**src/verilog/rvv_pkg.sv**
```systemverilog
package rvv_pkg;

  // Issue width and vector geometry
  localparam int NUM_SLOTS = 2;
  localparam int VLMAX = 4;
  localparam int NUM_VREGS = 8;
  localparam int VREG_IDX_W = 3;
  localparam int ELEM_W = 32;
  localparam int ELEM_IDX_W = 2;
  localparam int XREG_ADDR_W = 5;

  // Vector length holds 0 to VLMAX
  localparam int VL_W = 3;

  // Command queue sizing
  localparam int CQ_DEPTH = 8;
  localparam int CQ_PTR_W = 3;
  localparam int CQ_CNT_W = 4;

  // Issue capacity seen by the front end, 0 to NUM_SLOTS
  localparam int CAP_W = 2;

  typedef enum logic [2:0] {
    OP_VSETVL  = 3'd0,
    OP_VMV_VX  = 3'd1,
    OP_VADD_VV = 3'd2,
    OP_VSUB_VV = 3'd3,
    OP_VAND_VV = 3'd4,
    OP_VEXT_XV = 3'd5
  } rvv_op_e;

  // Configuration view of an instruction word
  typedef struct packed {
    rvv_op_e                op;
    logic [XREG_ADDR_W-1:0] rd;
    logic [23:0]            pad;
  } rvv_cfg_inst_t;

  // Vector view of an instruction word
  typedef struct packed {
    rvv_op_e                op;
    logic [VREG_IDX_W-1:0]  vd;
    logic [VREG_IDX_W-1:0]  vs1;
    logic [VREG_IDX_W-1:0]  vs2;
    logic [XREG_ADDR_W-1:0] rd;
    logic [14:0]            pad;
  } rvv_vec_inst_t;

  // Opcode sits in the top bits of both views
  typedef union packed {
    rvv_cfg_inst_t cfg;
    rvv_vec_inst_t vec;
  } rvv_inst_u;

  typedef struct packed {
    rvv_op_e                op;
    logic [VREG_IDX_W-1:0]  vd;
    logic [VREG_IDX_W-1:0]  vs1;
    logic [VREG_IDX_W-1:0]  vs2;
    logic [XREG_ADDR_W-1:0] rd;
    logic [ELEM_W-1:0]      scalar;
    logic [VL_W-1:0]        vl;
  } rvv_cmd_t;

  typedef struct packed {
    logic [VL_W-1:0] vl;
  } rvv_cfg_t;

  // Scalar register file write-back
  typedef struct packed {
    logic [XREG_ADDR_W-1:0] addr;
    logic [ELEM_W-1:0]      data;
  } rvv_xrf_wb_t;

endpackage

```
**src/verilog/rvv_frontend.sv**
```systemverilog
module rvv_frontend (
  input  logic                                                 clk,
  input  logic                                                 arst_n_i,

  // Instruction slots from the scalar core
  input  logic [rvv_pkg::NUM_SLOTS-1:0]                        inst_valid_i,
  input  rvv_pkg::rvv_inst_u [rvv_pkg::NUM_SLOTS-1:0]          inst_data_i,
  output logic [rvv_pkg::NUM_SLOTS-1:0]                        inst_ready_o,
  input  logic [rvv_pkg::NUM_SLOTS-1:0][rvv_pkg::ELEM_W-1:0]   reg_read_data_i,

  // Free issue slots granted by the command queue
  input  logic [rvv_pkg::CAP_W-1:0]                            queue_capacity_i,

  output logic [rvv_pkg::NUM_SLOTS-1:0]                        cmd_valid_o,
  output rvv_pkg::rvv_cmd_t [rvv_pkg::NUM_SLOTS-1:0]           cmd_data_o,

  // Configuration results
  output logic [rvv_pkg::NUM_SLOTS-1:0]                        reg_write_valid_o,
  output rvv_pkg::rvv_xrf_wb_t [rvv_pkg::NUM_SLOTS-1:0]        reg_write_o,
  output logic                                                 config_state_valid_o,
  output rvv_pkg::rvv_cfg_t                                    config_state_o
);

  logic [rvv_pkg::NUM_SLOTS-1:0]                    is_cfg;
  logic [rvv_pkg::NUM_SLOTS-1:0]                    fire;
  logic [rvv_pkg::NUM_SLOTS-1:0]                    cfg_fire;
  logic [rvv_pkg::NUM_SLOTS-1:0][rvv_pkg::VL_W-1:0] cfg_vl;
  // Length as seen by each slot, chained through earlier configs
  logic [rvv_pkg::NUM_SLOTS:0][rvv_pkg::VL_W-1:0]   vl_chain;
  logic [rvv_pkg::VL_W-1:0]                         vl_q;

  always_comb begin
    logic [rvv_pkg::CAP_W-1:0] vec_used;
    logic                      prev_ok;

    vec_used = '0;
    prev_ok = 1'b1;
    vl_chain[0] = vl_q;
    for (int s = 0; s < rvv_pkg::NUM_SLOTS; s++) begin
      is_cfg[s] = (inst_data_i[s].cfg.op == rvv_pkg::OP_VSETVL);

      // Config needs no queue space, vector ops consume one entry each
      inst_ready_o[s] = prev_ok &&
                        ((inst_valid_i[s] && is_cfg[s]) || (vec_used < queue_capacity_i));
      fire[s] = inst_valid_i[s] && inst_ready_o[s];
      cfg_fire[s] = fire[s] && is_cfg[s];

      // vl = min(AVL, VLMAX)
      if (reg_read_data_i[s] > rvv_pkg::VLMAX) begin
        cfg_vl[s] = rvv_pkg::VL_W'(rvv_pkg::VLMAX);
      end else begin
        cfg_vl[s] = reg_read_data_i[s][rvv_pkg::VL_W-1:0];
      end
      vl_chain[s+1] = cfg_fire[s] ? cfg_vl[s] : vl_chain[s];

      cmd_valid_o[s] = fire[s] && !is_cfg[s];
      cmd_data_o[s].op = inst_data_i[s].vec.op;
      cmd_data_o[s].vd = inst_data_i[s].vec.vd;
      cmd_data_o[s].vs1 = inst_data_i[s].vec.vs1;
      cmd_data_o[s].vs2 = inst_data_i[s].vec.vs2;
      cmd_data_o[s].rd = inst_data_i[s].vec.rd;
      cmd_data_o[s].scalar = reg_read_data_i[s];
      cmd_data_o[s].vl = vl_chain[s];

      if (cmd_valid_o[s]) begin
        vec_used = vec_used + 1'b1;
      end
      // Keep acceptance in program order
      prev_ok = fire[s];
    end
  end

  always_ff @(posedge clk or negedge arst_n_i) begin
    if (!arst_n_i) begin
      vl_q <= rvv_pkg::VL_W'(rvv_pkg::VLMAX);
      reg_write_valid_o <= '0;
      config_state_valid_o <= 1'b0;
    end else begin
      vl_q <= vl_chain[rvv_pkg::NUM_SLOTS];
      reg_write_valid_o <= cfg_fire;
      // Strobe whenever vl is written
      config_state_valid_o <= |cfg_fire;
    end
  end

  // Write-back payload returns the granted length
  always_ff @(posedge clk) begin
    for (int s = 0; s < rvv_pkg::NUM_SLOTS; s++) begin
      if (cfg_fire[s]) begin
        reg_write_o[s].addr <= inst_data_i[s].cfg.rd;
        reg_write_o[s].data <= rvv_pkg::ELEM_W'(cfg_vl[s]);
      end
    end
  end

  assign config_state_o.vl = vl_q;

endmodule

```
**src/verilog/rvv_cmd_queue.sv**
```systemverilog
module rvv_cmd_queue (
  input  logic                                        clk,
  input  logic                                        arst_n_i,

  // Up to NUM_SLOTS pushes per cycle, slot 0 first
  input  logic [rvv_pkg::NUM_SLOTS-1:0]               push_valid_i,
  input  rvv_pkg::rvv_cmd_t [rvv_pkg::NUM_SLOTS-1:0]  push_cmd_i,

  input  logic                                        pop_i,
  output logic                                        head_valid_o,
  output rvv_pkg::rvv_cmd_t                           head_cmd_o,

  output logic [rvv_pkg::CQ_CNT_W-1:0]                remaining_count_o
);

  rvv_pkg::rvv_cmd_t mem_q [rvv_pkg::CQ_DEPTH];

  logic [rvv_pkg::CQ_PTR_W-1:0]                        wr_ptr_q;
  logic [rvv_pkg::CQ_PTR_W-1:0]                        rd_ptr_q;
  logic [rvv_pkg::CQ_CNT_W-1:0]                        count_q;
  logic [rvv_pkg::CQ_CNT_W-1:0]                        count_d;
  logic [rvv_pkg::CQ_CNT_W-1:0]                        push_num;
  logic [rvv_pkg::NUM_SLOTS-1:0][rvv_pkg::CQ_PTR_W-1:0] wr_idx;
  logic                                                pop;

  assign head_valid_o = (count_q != '0);
  assign head_cmd_o = mem_q[rd_ptr_q];
  assign pop = pop_i && head_valid_o;

  // Pack valid slots into consecutive entries
  always_comb begin
    push_num = '0;
    for (int s = 0; s < rvv_pkg::NUM_SLOTS; s++) begin
      wr_idx[s] = wr_ptr_q + push_num[rvv_pkg::CQ_PTR_W-1:0];
      push_num = push_num + rvv_pkg::CQ_CNT_W'(push_valid_i[s]);
    end
    count_d = count_q + push_num - rvv_pkg::CQ_CNT_W'(pop);
  end

  always_ff @(posedge clk) begin
    for (int s = 0; s < rvv_pkg::NUM_SLOTS; s++) begin
      if (push_valid_i[s]) begin
        mem_q[wr_idx[s]] <= push_cmd_i[s];
      end
    end
  end

  always_ff @(posedge clk or negedge arst_n_i) begin
    if (!arst_n_i) begin
      wr_ptr_q <= '0;
      rd_ptr_q <= '0;
      count_q <= '0;
      // Zero until the first count is registered
      remaining_count_o <= '0;
    end else begin
      wr_ptr_q <= wr_ptr_q + push_num[rvv_pkg::CQ_PTR_W-1:0];
      if (pop) begin
        rd_ptr_q <= rd_ptr_q + 1'b1;
      end
      count_q <= count_d;
      remaining_count_o <= rvv_pkg::CQ_CNT_W'(rvv_pkg::CQ_DEPTH) - count_d;
    end
  end

endmodule

```
**src/verilog/rvv_backend.sv**
```systemverilog
module rvv_backend (
  input  logic                   clk,
  input  logic                   arst_n_i,

  // Head of the command queue
  input  logic                   head_valid_i,
  input  rvv_pkg::rvv_cmd_t      head_cmd_i,
  output logic                   pop_o,

  // Extract results back to the scalar core
  output logic                   async_rd_valid_o,
  output rvv_pkg::rvv_xrf_wb_t   async_rd_o,
  input  logic                   async_rd_ready_i
);

  logic [rvv_pkg::NUM_VREGS-1:0][rvv_pkg::VLMAX-1:0][rvv_pkg::ELEM_W-1:0] vrf_q;

  logic [rvv_pkg::VLMAX-1:0][rvv_pkg::ELEM_W-1:0] src1;
  logic [rvv_pkg::VLMAX-1:0][rvv_pkg::ELEM_W-1:0] src2;
  logic [rvv_pkg::VLMAX-1:0][rvv_pkg::ELEM_W-1:0] result;
  logic                                           writes_vd;
  logic                                           is_ext;

  // Stall while an extract result waits for the scalar core
  assign pop_o = head_valid_i && !async_rd_valid_o;

  assign src1 = vrf_q[head_cmd_i.vs1];
  assign src2 = vrf_q[head_cmd_i.vs2];
  assign is_ext = (head_cmd_i.op == rvv_pkg::OP_VEXT_XV);

  always_comb begin
    case (head_cmd_i.op)
      rvv_pkg::OP_VMV_VX,
      rvv_pkg::OP_VADD_VV,
      rvv_pkg::OP_VSUB_VV,
      rvv_pkg::OP_VAND_VV: writes_vd = 1'b1;
      default:             writes_vd = 1'b0;
    endcase
  end

  // Element-wise datapath
  always_comb begin
    for (int e = 0; e < rvv_pkg::VLMAX; e++) begin
      case (head_cmd_i.op)
        rvv_pkg::OP_VMV_VX:  result[e] = head_cmd_i.scalar;
        rvv_pkg::OP_VADD_VV: result[e] = src1[e] + src2[e];
        rvv_pkg::OP_VSUB_VV: result[e] = src1[e] - src2[e];
        rvv_pkg::OP_VAND_VV: result[e] = src1[e] & src2[e];
        default:             result[e] = '0;
      endcase
    end
  end

  always_ff @(posedge clk or negedge arst_n_i) begin
    if (!arst_n_i) begin
      vrf_q <= '0;
      async_rd_valid_o <= 1'b0;
    end else begin
      if (pop_o && writes_vd) begin
        // Tail elements keep their old contents
        for (int e = 0; e < rvv_pkg::VLMAX; e++) begin
          if (e < head_cmd_i.vl) begin
            vrf_q[head_cmd_i.vd][e] <= result[e];
          end
        end
      end

      if (pop_o && is_ext) begin
        async_rd_valid_o <= 1'b1;
      end else if (async_rd_ready_i) begin
        async_rd_valid_o <= 1'b0;
      end
    end
  end

  // Extract ignores vl, index taken from the low scalar bits
  always_ff @(posedge clk) begin
    if (pop_o && is_ext) begin
      async_rd_o.addr <= head_cmd_i.rd;
      async_rd_o.data <= src2[head_cmd_i.scalar[rvv_pkg::ELEM_IDX_W-1:0]];
    end
  end

endmodule

```
**src/verilog/rvv_core.sv**
```systemverilog
module rvv_core (
  input  logic                                                 clk,
  input  logic                                                 arst_n_i,

  // Instruction input
  input  logic [rvv_pkg::NUM_SLOTS-1:0]                        inst_valid_i,
  input  rvv_pkg::rvv_inst_u [rvv_pkg::NUM_SLOTS-1:0]          inst_data_i,
  output logic [rvv_pkg::NUM_SLOTS-1:0]                        inst_ready_o,
  input  logic [rvv_pkg::NUM_SLOTS-1:0][rvv_pkg::ELEM_W-1:0]   reg_read_data_i,

  // Scalar write-back for configuration
  output logic [rvv_pkg::NUM_SLOTS-1:0]                        reg_write_valid_o,
  output rvv_pkg::rvv_xrf_wb_t [rvv_pkg::NUM_SLOTS-1:0]        reg_write_o,

  // Scalar write-back for extracts
  output logic                                                 async_rd_valid_o,
  output rvv_pkg::rvv_xrf_wb_t                                 async_rd_o,
  input  logic                                                 async_rd_ready_i,

  output logic                                                 config_state_valid_o,
  output rvv_pkg::rvv_cfg_t                                    config_state_o
);

  logic [rvv_pkg::NUM_SLOTS-1:0]              cmd_valid;
  rvv_pkg::rvv_cmd_t [rvv_pkg::NUM_SLOTS-1:0] cmd_data;
  logic [rvv_pkg::CQ_CNT_W-1:0]               remaining_count;
  logic [rvv_pkg::CAP_W-1:0]                  queue_capacity;
  logic                                       head_valid;
  rvv_pkg::rvv_cmd_t                          head_cmd;
  logic                                       pop;

  // Front end never needs more than one entry per slot
  always_comb begin
    if (remaining_count > rvv_pkg::CQ_CNT_W'(rvv_pkg::NUM_SLOTS)) begin
      queue_capacity = rvv_pkg::CAP_W'(rvv_pkg::NUM_SLOTS);
    end else begin
      queue_capacity = remaining_count[rvv_pkg::CAP_W-1:0];
    end
  end

  rvv_frontend i_frontend (
    .clk                  (clk),
    .arst_n_i             (arst_n_i),
    .inst_valid_i         (inst_valid_i),
    .inst_data_i          (inst_data_i),
    .inst_ready_o         (inst_ready_o),
    .reg_read_data_i      (reg_read_data_i),
    .queue_capacity_i     (queue_capacity),
    .cmd_valid_o          (cmd_valid),
    .cmd_data_o           (cmd_data),
    .reg_write_valid_o    (reg_write_valid_o),
    .reg_write_o          (reg_write_o),
    .config_state_valid_o (config_state_valid_o),
    .config_state_o       (config_state_o)
  );

  rvv_cmd_queue i_cmd_queue (
    .clk               (clk),
    .arst_n_i          (arst_n_i),
    .push_valid_i      (cmd_valid),
    .push_cmd_i        (cmd_data),
    .pop_i             (pop),
    .head_valid_o      (head_valid),
    .head_cmd_o        (head_cmd),
    .remaining_count_o (remaining_count)
  );

  rvv_backend i_backend (
    .clk              (clk),
    .arst_n_i         (arst_n_i),
    .head_valid_i     (head_valid),
    .head_cmd_i       (head_cmd),
    .pop_o            (pop),
    .async_rd_valid_o (async_rd_valid_o),
    .async_rd_o       (async_rd_o),
    .async_rd_ready_i (async_rd_ready_i)
  );

endmodule

```
**config.mk**
```make
export PLATFORM = sky130hd
export DESIGN_NAME = rvv_core
export DESIGN_NICKNAME = d
export VERILOG_FILES = /design/src/verilog/rvv_pkg.sv /design/src/verilog/rvv_frontend.sv /design/src/verilog/rvv_cmd_queue.sv /design/src/verilog/rvv_backend.sv /design/src/verilog/rvv_core.sv
export SDC_FILE = /design/constraint.sdc
export NUM_CORES = 2
export LEC_CHECK = 0
export ABC_AREA = 1
export BUFFER_PORTS_ARGS = -buffer_cell sky130_fd_sc_hd__buf_2
export CORE_MARGIN = 1
export CORE_UTILIZATION = 40
export CTS_CLUSTER_SIZE = 8
export DETAILED_ROUTE_END_ITERATION = 8
export GPL_TIMING_DRIVEN = 1
export PLACE_DENSITY = 0.64
export SYNTH_ARGS = -nofsm -noshare
export SYNTH_HDL_FRONTEND = slang
export SYNTH_SLANG_ARGS = --single-unit
```
**constraint.sdc**
```tcl
create_clock -name clk -period 9.59 [get_ports clk]
set_input_delay 0.4795 -clock clk [delete_from_list [all_inputs] [get_ports clk]]
set_output_delay 0.4795 -clock clk [all_outputs]
set_load 0.01 [all_outputs]
```
# After elaboration in Yosys (flattened, before gate mapping)
# Memories as Yosys holds them, arrays and structs flattened.
# Cells that the tools add are included.
classes:
  add_sub_neg: 15
  n_lt_le_gt_ge: 14
  eq_ne: 5
  mux: 42
  n_bitwise: 4
  n_reduce_logical: 25
op_table:
  columns: ["op", "count"]
  rows:
  - ["1024-bit 2-to-1 mux", 7]
  - ["1024-bit bitwise mux", 4]
  - ["128-bit demux with 3-bit select", 4]
  - ["128-bit binary-select mux with 3-bit select", 2]
  - ["32-bit case mux with 4 select lines", 4]
  - ["128-bit 2-to-1 mux", 3]
  - ["32-bit adder", 4]
  - ["32-bit AND", 4]
  - ["32-bit subtractor", 4]
  - ["96-bit 2-to-1 mux", 1]
  - ["32-bit binary-select mux with 2-bit select", 1]
  - ["32-bit by 3-bit > comparator with 1-bit output (second input constant)", 2]
  - ["32-bit 2-to-1 mux", 2]
  - ["64-bit 2-to-1 mux", 1]
  - ["1-bit logical AND", 14]
  - ["3-bit by 4-bit less-than comparator with 1-bit output (second input constant)", 3]
  - ["3-bit 2-to-1 mux", 4]
  - ["1-bit 2-to-1 mux", 8]
  - ["3-bit by 2-bit == test with 1-bit output (second input constant)", 2]
  - ["3-bit == test (second input constant)", 2]
  - ["3-bit logical NOT", 2]
  - ["1-bit by 3-bit less-than comparator with 1-bit output (first input constant)", 2]
  - ["2-bit by 3-bit less-than comparator with 1-bit output (first input constant)", 2]
  - ["4-bit adder", 1]
  - ["19 further kinds", 22]
totals:
  regBits: 1098
  ramBits: 416
  in_bits: 133
  wordCells: 152
  memories: 1
mem_list:
  columns: ["memory", "words", "width", "rd", "rd_ports_with_merged_regs", "write_ports", "line_no", "text"]
  rows:
  - ["i_cmd_queue.mem_q", 8, 52, 1, 0, 2, "rvv_cmd_queue.sv:16", "rvv_pkg::rvv_cmd_t mem_q [rvv_pkg::CQ_DEPTH];"]

# Longest topological paths before layout
logic_depth:
  depth_word: 16
  depth_mapped: 40

# Cells and area by module
# A second synthesis with hierarchy kept.
unflattened:
  cells_unflattened: 13905
  hier_area_um2: 98112.8
by_module_without_submodules:
  columns: ["mod", "n_inst", "cells_per_inst", "area_per_inst_um2", "seq_area_each_um2"]
  rows:
  - ["rvv_backend", 1, 10572, 71517.3, 26760.7]
  - ["rvv_cmd_queue", 1, 2999, 24045.6, 12817.3]
  - ["rvv_frontend", 1, 329, 2523.7, 631.9]
  - ["rvv_core", 1, 5, 26.3, 0.0]

# Worst setup path before layout
# No wires, ideal clock.
synth_path:
  path_type: "input port to flip-flop"
  startpoint: "in inst_data_i[29] in the netlist's numbering"
  endpoint: "mem i_cmd_queue.mem_q[0][0] in the netlist's numbering, enable pin"
  setup_time_ps: 534
  arrival_ps: 5551
  setup_slack_ps: 3505
  cell_stages: 10
  path_buffers: 1
  cell_sequence: "buf_2 nor3_2 inv_1 nor2_2 inv_1 nand3_1 nand3_1 inv_1 nand3_1 o21ai_0"
synth_lines:
  columns: ["element", "line_no", "text"]
  rows:
  - ["start, declared", "rvv_core.sv:7", "input rvv_pkg::rvv_inst_u [rvv_pkg::NUM_SLOTS-1:0] inst_data_i,"]
  - ["end, declared", "rvv_cmd_queue.sv:16", null]

# Worst setup path in the final report
layout_path:
  startpoint: "reg i_cmd_queue.rd_ptr_q[1] in the netlist's numbering"
  endpoint: "reg i_backend.vrf_q[606] in the netlist's numbering"
layout_between:
  elab_chain_cells: 16
layout_lines:
  columns: ["element", "line_no", "text"]
  rows:
  - ["start, declared", "rvv_cmd_queue.sv:19", "logic [rvv_pkg::CQ_PTR_W-1:0] rd_ptr_q;"]
  - ["start signal, assigned", "rvv_cmd_queue.sv:58", "rd_ptr_q <= rd_ptr_q + 1'b1;"]
  - ["memory 8 x 52 bit *", null, null]
  - ["128-bit binary-select mux with 3-bit select (on tied branches)", "rvv_backend.sv:27, rvv_backend.sv:28", null]
  - ["128-bit 2-to-1 mux (on tied branches)", "rvv_backend.sv:27, rvv_backend.sv:28", null]
  - ["32-bit subtractor, or another cell as far along", "rvv_backend.sv:47", "rvv_pkg::OP_VSUB_VV: result[e] = src1[e] - src2[e];"]
  - ["32-bit case mux with 4 select lines", "rvv_backend.sv:44", "case (head_cmd_i.op)"]
  - ["1024-bit bitwise mux", "rvv_backend.sv:63", "vrf_q[head_cmd_i.vd][e] <= result[e];"]
  - ["1024-bit 2-to-1 mux", "rvv_backend.sv:62", "if (e < head_cmd_i.vl) begin"]
  - ["1024-bit 2-to-1 mux", "rvv_backend.sv:59", "if (pop_o && writes_vd) begin"]
  - ["1024-bit bitwise mux", "rvv_backend.sv:63", null]
  - ["1024-bit 2-to-1 mux", "rvv_backend.sv:62", null]
  - ["1024-bit 2-to-1 mux", "rvv_backend.sv:59", null]
  - ["1024-bit bitwise mux", "rvv_backend.sv:63", null]
  - ["1024-bit 2-to-1 mux", "rvv_backend.sv:62", null]
  - ["1024-bit 2-to-1 mux", "rvv_backend.sv:59", null]
  - ["1024-bit bitwise mux", "rvv_backend.sv:63", null]
  - ["1024-bit 2-to-1 mux", "rvv_backend.sv:62", null]
  - ["end signal, assigned by index", "rvv_backend.sv:63", null]
  - ["end, declared", "rvv_backend.sv:16", "logic [rvv_pkg::NUM_VREGS-1:0][rvv_pkg::VLMAX-1:0][rvv_pkg::ELEM_W-1:0] vrf_q;"]
# Mark *: on every way between the ends. The rest lies on a longest branch, timed or not. The select of a mux whose other input is x is not followed.
# A chain may end at the register's enable or synchronous reset.

==> summary.txt <==
Status = finished clean
Total track usage = 27.6%
TNS Setup = 0 ps
H-tree levels = 4
Post-DP HPWL = 205000 um
Vias per cell = 5.63
Pre-antenna DRT Iters = 6
Final ANT Viol Nets = 0
Cells on worst reg2reg path = 29
Fmax = 127 MHz
Total CTS buffers = 208
Worst hold path type = input port to flop
Critical Path Sink Type = flop
Crit path DAT = 8640 ps
Nets = 12790
Top FF cell, synth = dfrtp_1
Io pins = 253
Mapped Avg Cell Area = 7.31 um2
MaxCap Viol Count = 0
Footprint of the multi-input gates = 44100 um2
Initial DRC Count = 10103
Global-route wire length before repair = 500000 um
Slew headroom = 20.3%
Reg2reg end = i_backend.vrf_q[606]
Part of the Yosys area used for sequential elements = 43.1%
Clk slew on worst S/H paths = 50 ps
Vias in the first global route = 81419
Worst path slowest cell = buf_4
RSZ-0062 raised after global routing = no
EDFF count, synth = 469
Async SR Flop Fraction = 69.0%
Setup crit end = i_backend.vrf_q[606]
Worst slew pin tran = 1180 ps
Die area = 235000 um2
Minimum clock period = 7900 ps
Clock Tree Buf Depth = 3
Die Y-Extent = 485 um
Starting Density = 40.4%
Die width = 485 um
Crit Path Category = flop to flop
Final Setup Violations = 0
Final period util = 82.4%
Clock Latency Late Sink = 910 ps
Share of layout cells above drive strength 1 = 6.09%
Worst reg-to-reg setup slack = 1690 ps
Sequential Area = 40200 um2
CP max stage delay = 710 ps
Synth warnings = 0
Count of state elements after synthesis = 1513
Critical path startpoint category = flop
Vias = 87960
Core ar. = 231000 um2
Crit Reg-Reg Startpoint = i_cmd_queue.rd_ptr_q[1]
I/O Buffers = 164
CTS Sinks = 1513
Number of gates resized after CTS = 0
WL final = 331000 um
Slew Limit Fails = 0
Initial antenna violation count = 25
WL/cell = 21.2 um
Final Hold Fails = 0
CP Max Fanout = 56
DRC Markers = 0
Final Skew = 79.7 ps
Library cells used by synthesis = 69
Cell mode on critical path = nand3_1
P&R area growth vs syn = 9.38%
Syn Inst Count = 12764
Core Rows = 176
Hold Crit Start = reg_read_data_i[18]
Fillers = 23339
Root Driver = clkbuf_16
Postcts setup bufs = 0
Largest net degree at the start of global routing = 227
Crit path from = i_cmd_queue.rd_ptr_q[1]
GRT Residual Overflow = 0
RD Place Congestion = 0.963
TritonCTS clock tree = built
CP required = 10330 ps
Synthesized area = 93300 um2
-- cell families after synthesis --
logic type      share of synthesized area (%)
simple gates                             22.6
compound gates                           20.4
buf+inv                                  10.3
flops                                    43.1
fa+ha+maj                                2.06
xor+xnor                                 1.33
mux                                     0.270
other cells                           0.00402
-- layout by cell type, fill, tap and decap left out, types with 12 or more instances in the layout --
master / n
nor2_4: 32
a22oi_1: 24
o21a_1: 17
buf_4: 166
a31oi_1: 148
ha_1: 144
o21ai_0: 1984
edfxtp_1: 469
nand2_1: 3659
a221oi_1: 85
o22ai_1: 23
a21oi_1: 892
xnor2_1: 14
xor2_1: 128
buf_2: 163
nand4_1: 36
dfrtp_1: 1041
buf_12: 15
conb_1: 58
nor3_1: 33
nor2_1: 323
or2_2: 51
nor4_1: 16
o211ai_1: 136
a21o_1: 12
a32o_1: 43
nor2_2: 25
nand3_1: 926
inv_1: 1308
dlygate4sd3_1: 60
o21ai_1: 80
nand2_2: 15
clkbuf_16: 208
mux2i_1: 24
o31ai_1: 14
inv_2: 22
clkbuf_1: 76
-- what timing repair did --
action / CTS / global route
hold endpoints to repair: 380 / 0
hold buffers: 60 / 0
setup endpoints to repair: 0 / 0
-- worst max-delay path: cells and delay by family (launching register included) --
kind	cells	cell delay, ps
adder cells (fa/ha/maj)	1	390
AND/OR/NAND/NOR	17	3430
buffers and inverters	6	2270
multiplexers	1	360
AO/OA/AOI/OAI	3	600
flip-flops	1	380
XOR/XNOR	1	160
-- cell usage after synthesis, types with 36 or more instances --
master | count | area share (%)
nand2_1 | 3663 | 15
o21ai_0 | 1992 | 11
inv_1 | 1313 | 5.3
dfrtp_1 | 1043 | 28
nand3_1 | 926 | 5.0
a21oi_1 | 892 | 4.8
edfxtp_1 | 469 | 15
clkbuf_1 | 391 | 1.6
nor2_1 | 350 | 1.4
buf_2 | 313 | 1.7
a31oi_1 | 148 | 0.99
ha_1 | 144 | 1.9
o211ai_1 | 136 | 1.1
xor2_1 | 128 | 1.2
buf_4 | 110 | 0.88
a221oi_1 | 85 | 0.80
o21ai_1 | 81 | 0.43
buf_1 | 75 | 0.30
or2_2 | 51 | 0.34
a32o_1 | 43 | 0.46
nand4_1 | 36 | 0.24
-- metal layers --
| metal | global-route usage (%) | vias up | part of all wire (%) | wire [um] |
|---|---|---|---|---|
| met3 | 5.75 | 856 | 10 | 33000 |
| met4 | 12.2 | 24 | 4.7 | 15400 |
| met2 | 43.3 | 4198 | 44 | 146000 |
| met5 | 0 | - | 0.050 | 166 |
| met1 | 36.5 | 41189 | 41 | 136000 |
| li1 | - | 41693 | - | - |
-- registers in the layout, summed over array words and instances, names as in the netlist, 2 cells and up --
| register | cells |
|---|---|
| i_backend.vrf_q | 1024 |
| i_cmd_queue.mem_q | 416 |
| i_backend.async_rd_o | 37 |
| i_frontend.reg_write_o | 16 |
| i_cmd_queue.remaining_count_o | 4 |
| i_cmd_queue.count_q | 3 |
| i_cmd_queue.rd_ptr_q | 3 |
| i_cmd_queue.wr_ptr_q | 3 |
| i_frontend.config_state_o | 3 |
| i_frontend.reg_write_valid_o | 2 |
-- area by class of cell --
| class | count | area share, % |
|---|---|---|
| repair buffers | 405 | 2.92 |
| clock buffers | 285 | 5.39 |
| multi-input cells | 9033 | 43.2 |
| diodes | 8 | 0.0196 |
| clock inverters | 16 | 0.382 |
| inverters | 1346 | 5.00 |
| well taps | 3026 | 3.71 |
| flip-flops and latches | 1513 | 39.4 |
-- worst min path at each step --
stage | endpoint | slack, ps | cells after the start
floorplan | i_backend.async_rd_valid_o | 180 | 0
global placement | i_backend.vrf_q[160] | 470 | 2
detailed placement | i_backend.vrf_q[954] | 470 | 2
CTS | i_cmd_queue.mem_q[6][34] | 2 | 3
global route | i_cmd_queue.mem_q[0][10] | 40 | 3
finish | i_cmd_queue.mem_q[3][21] | 50 | 3
-- per-stage QoR --
| step | setup slack (ps) | hold slack (ps) | util [%] | cell area, um2 | cells |
|---|---|---|---|---|---|
| 3_3_place_gp | 1960 | 470 | 41.4 | 95600 | 15263 |
| 2_1_floorplan | 3510 | 184 | - | 93500 | 12821 |
| 5_1_grt | 1220 | 41.7 | 44.2 | 102000 | 15627 |
| 6_report | 1690 | 48.9 | 44.2 | 102000 | 15632 |
| 3_5_place_dp | 1920 | 473 | 41.4 | 95600 | 15263 |
| 4_1_cts | 1890 | 2.42 | 44.2 | 102000 | 15624 |
Power is left out: the tool's default activity adds up to more than one toggle a clock period on the data nets, which glitch-free logic cannot reach.
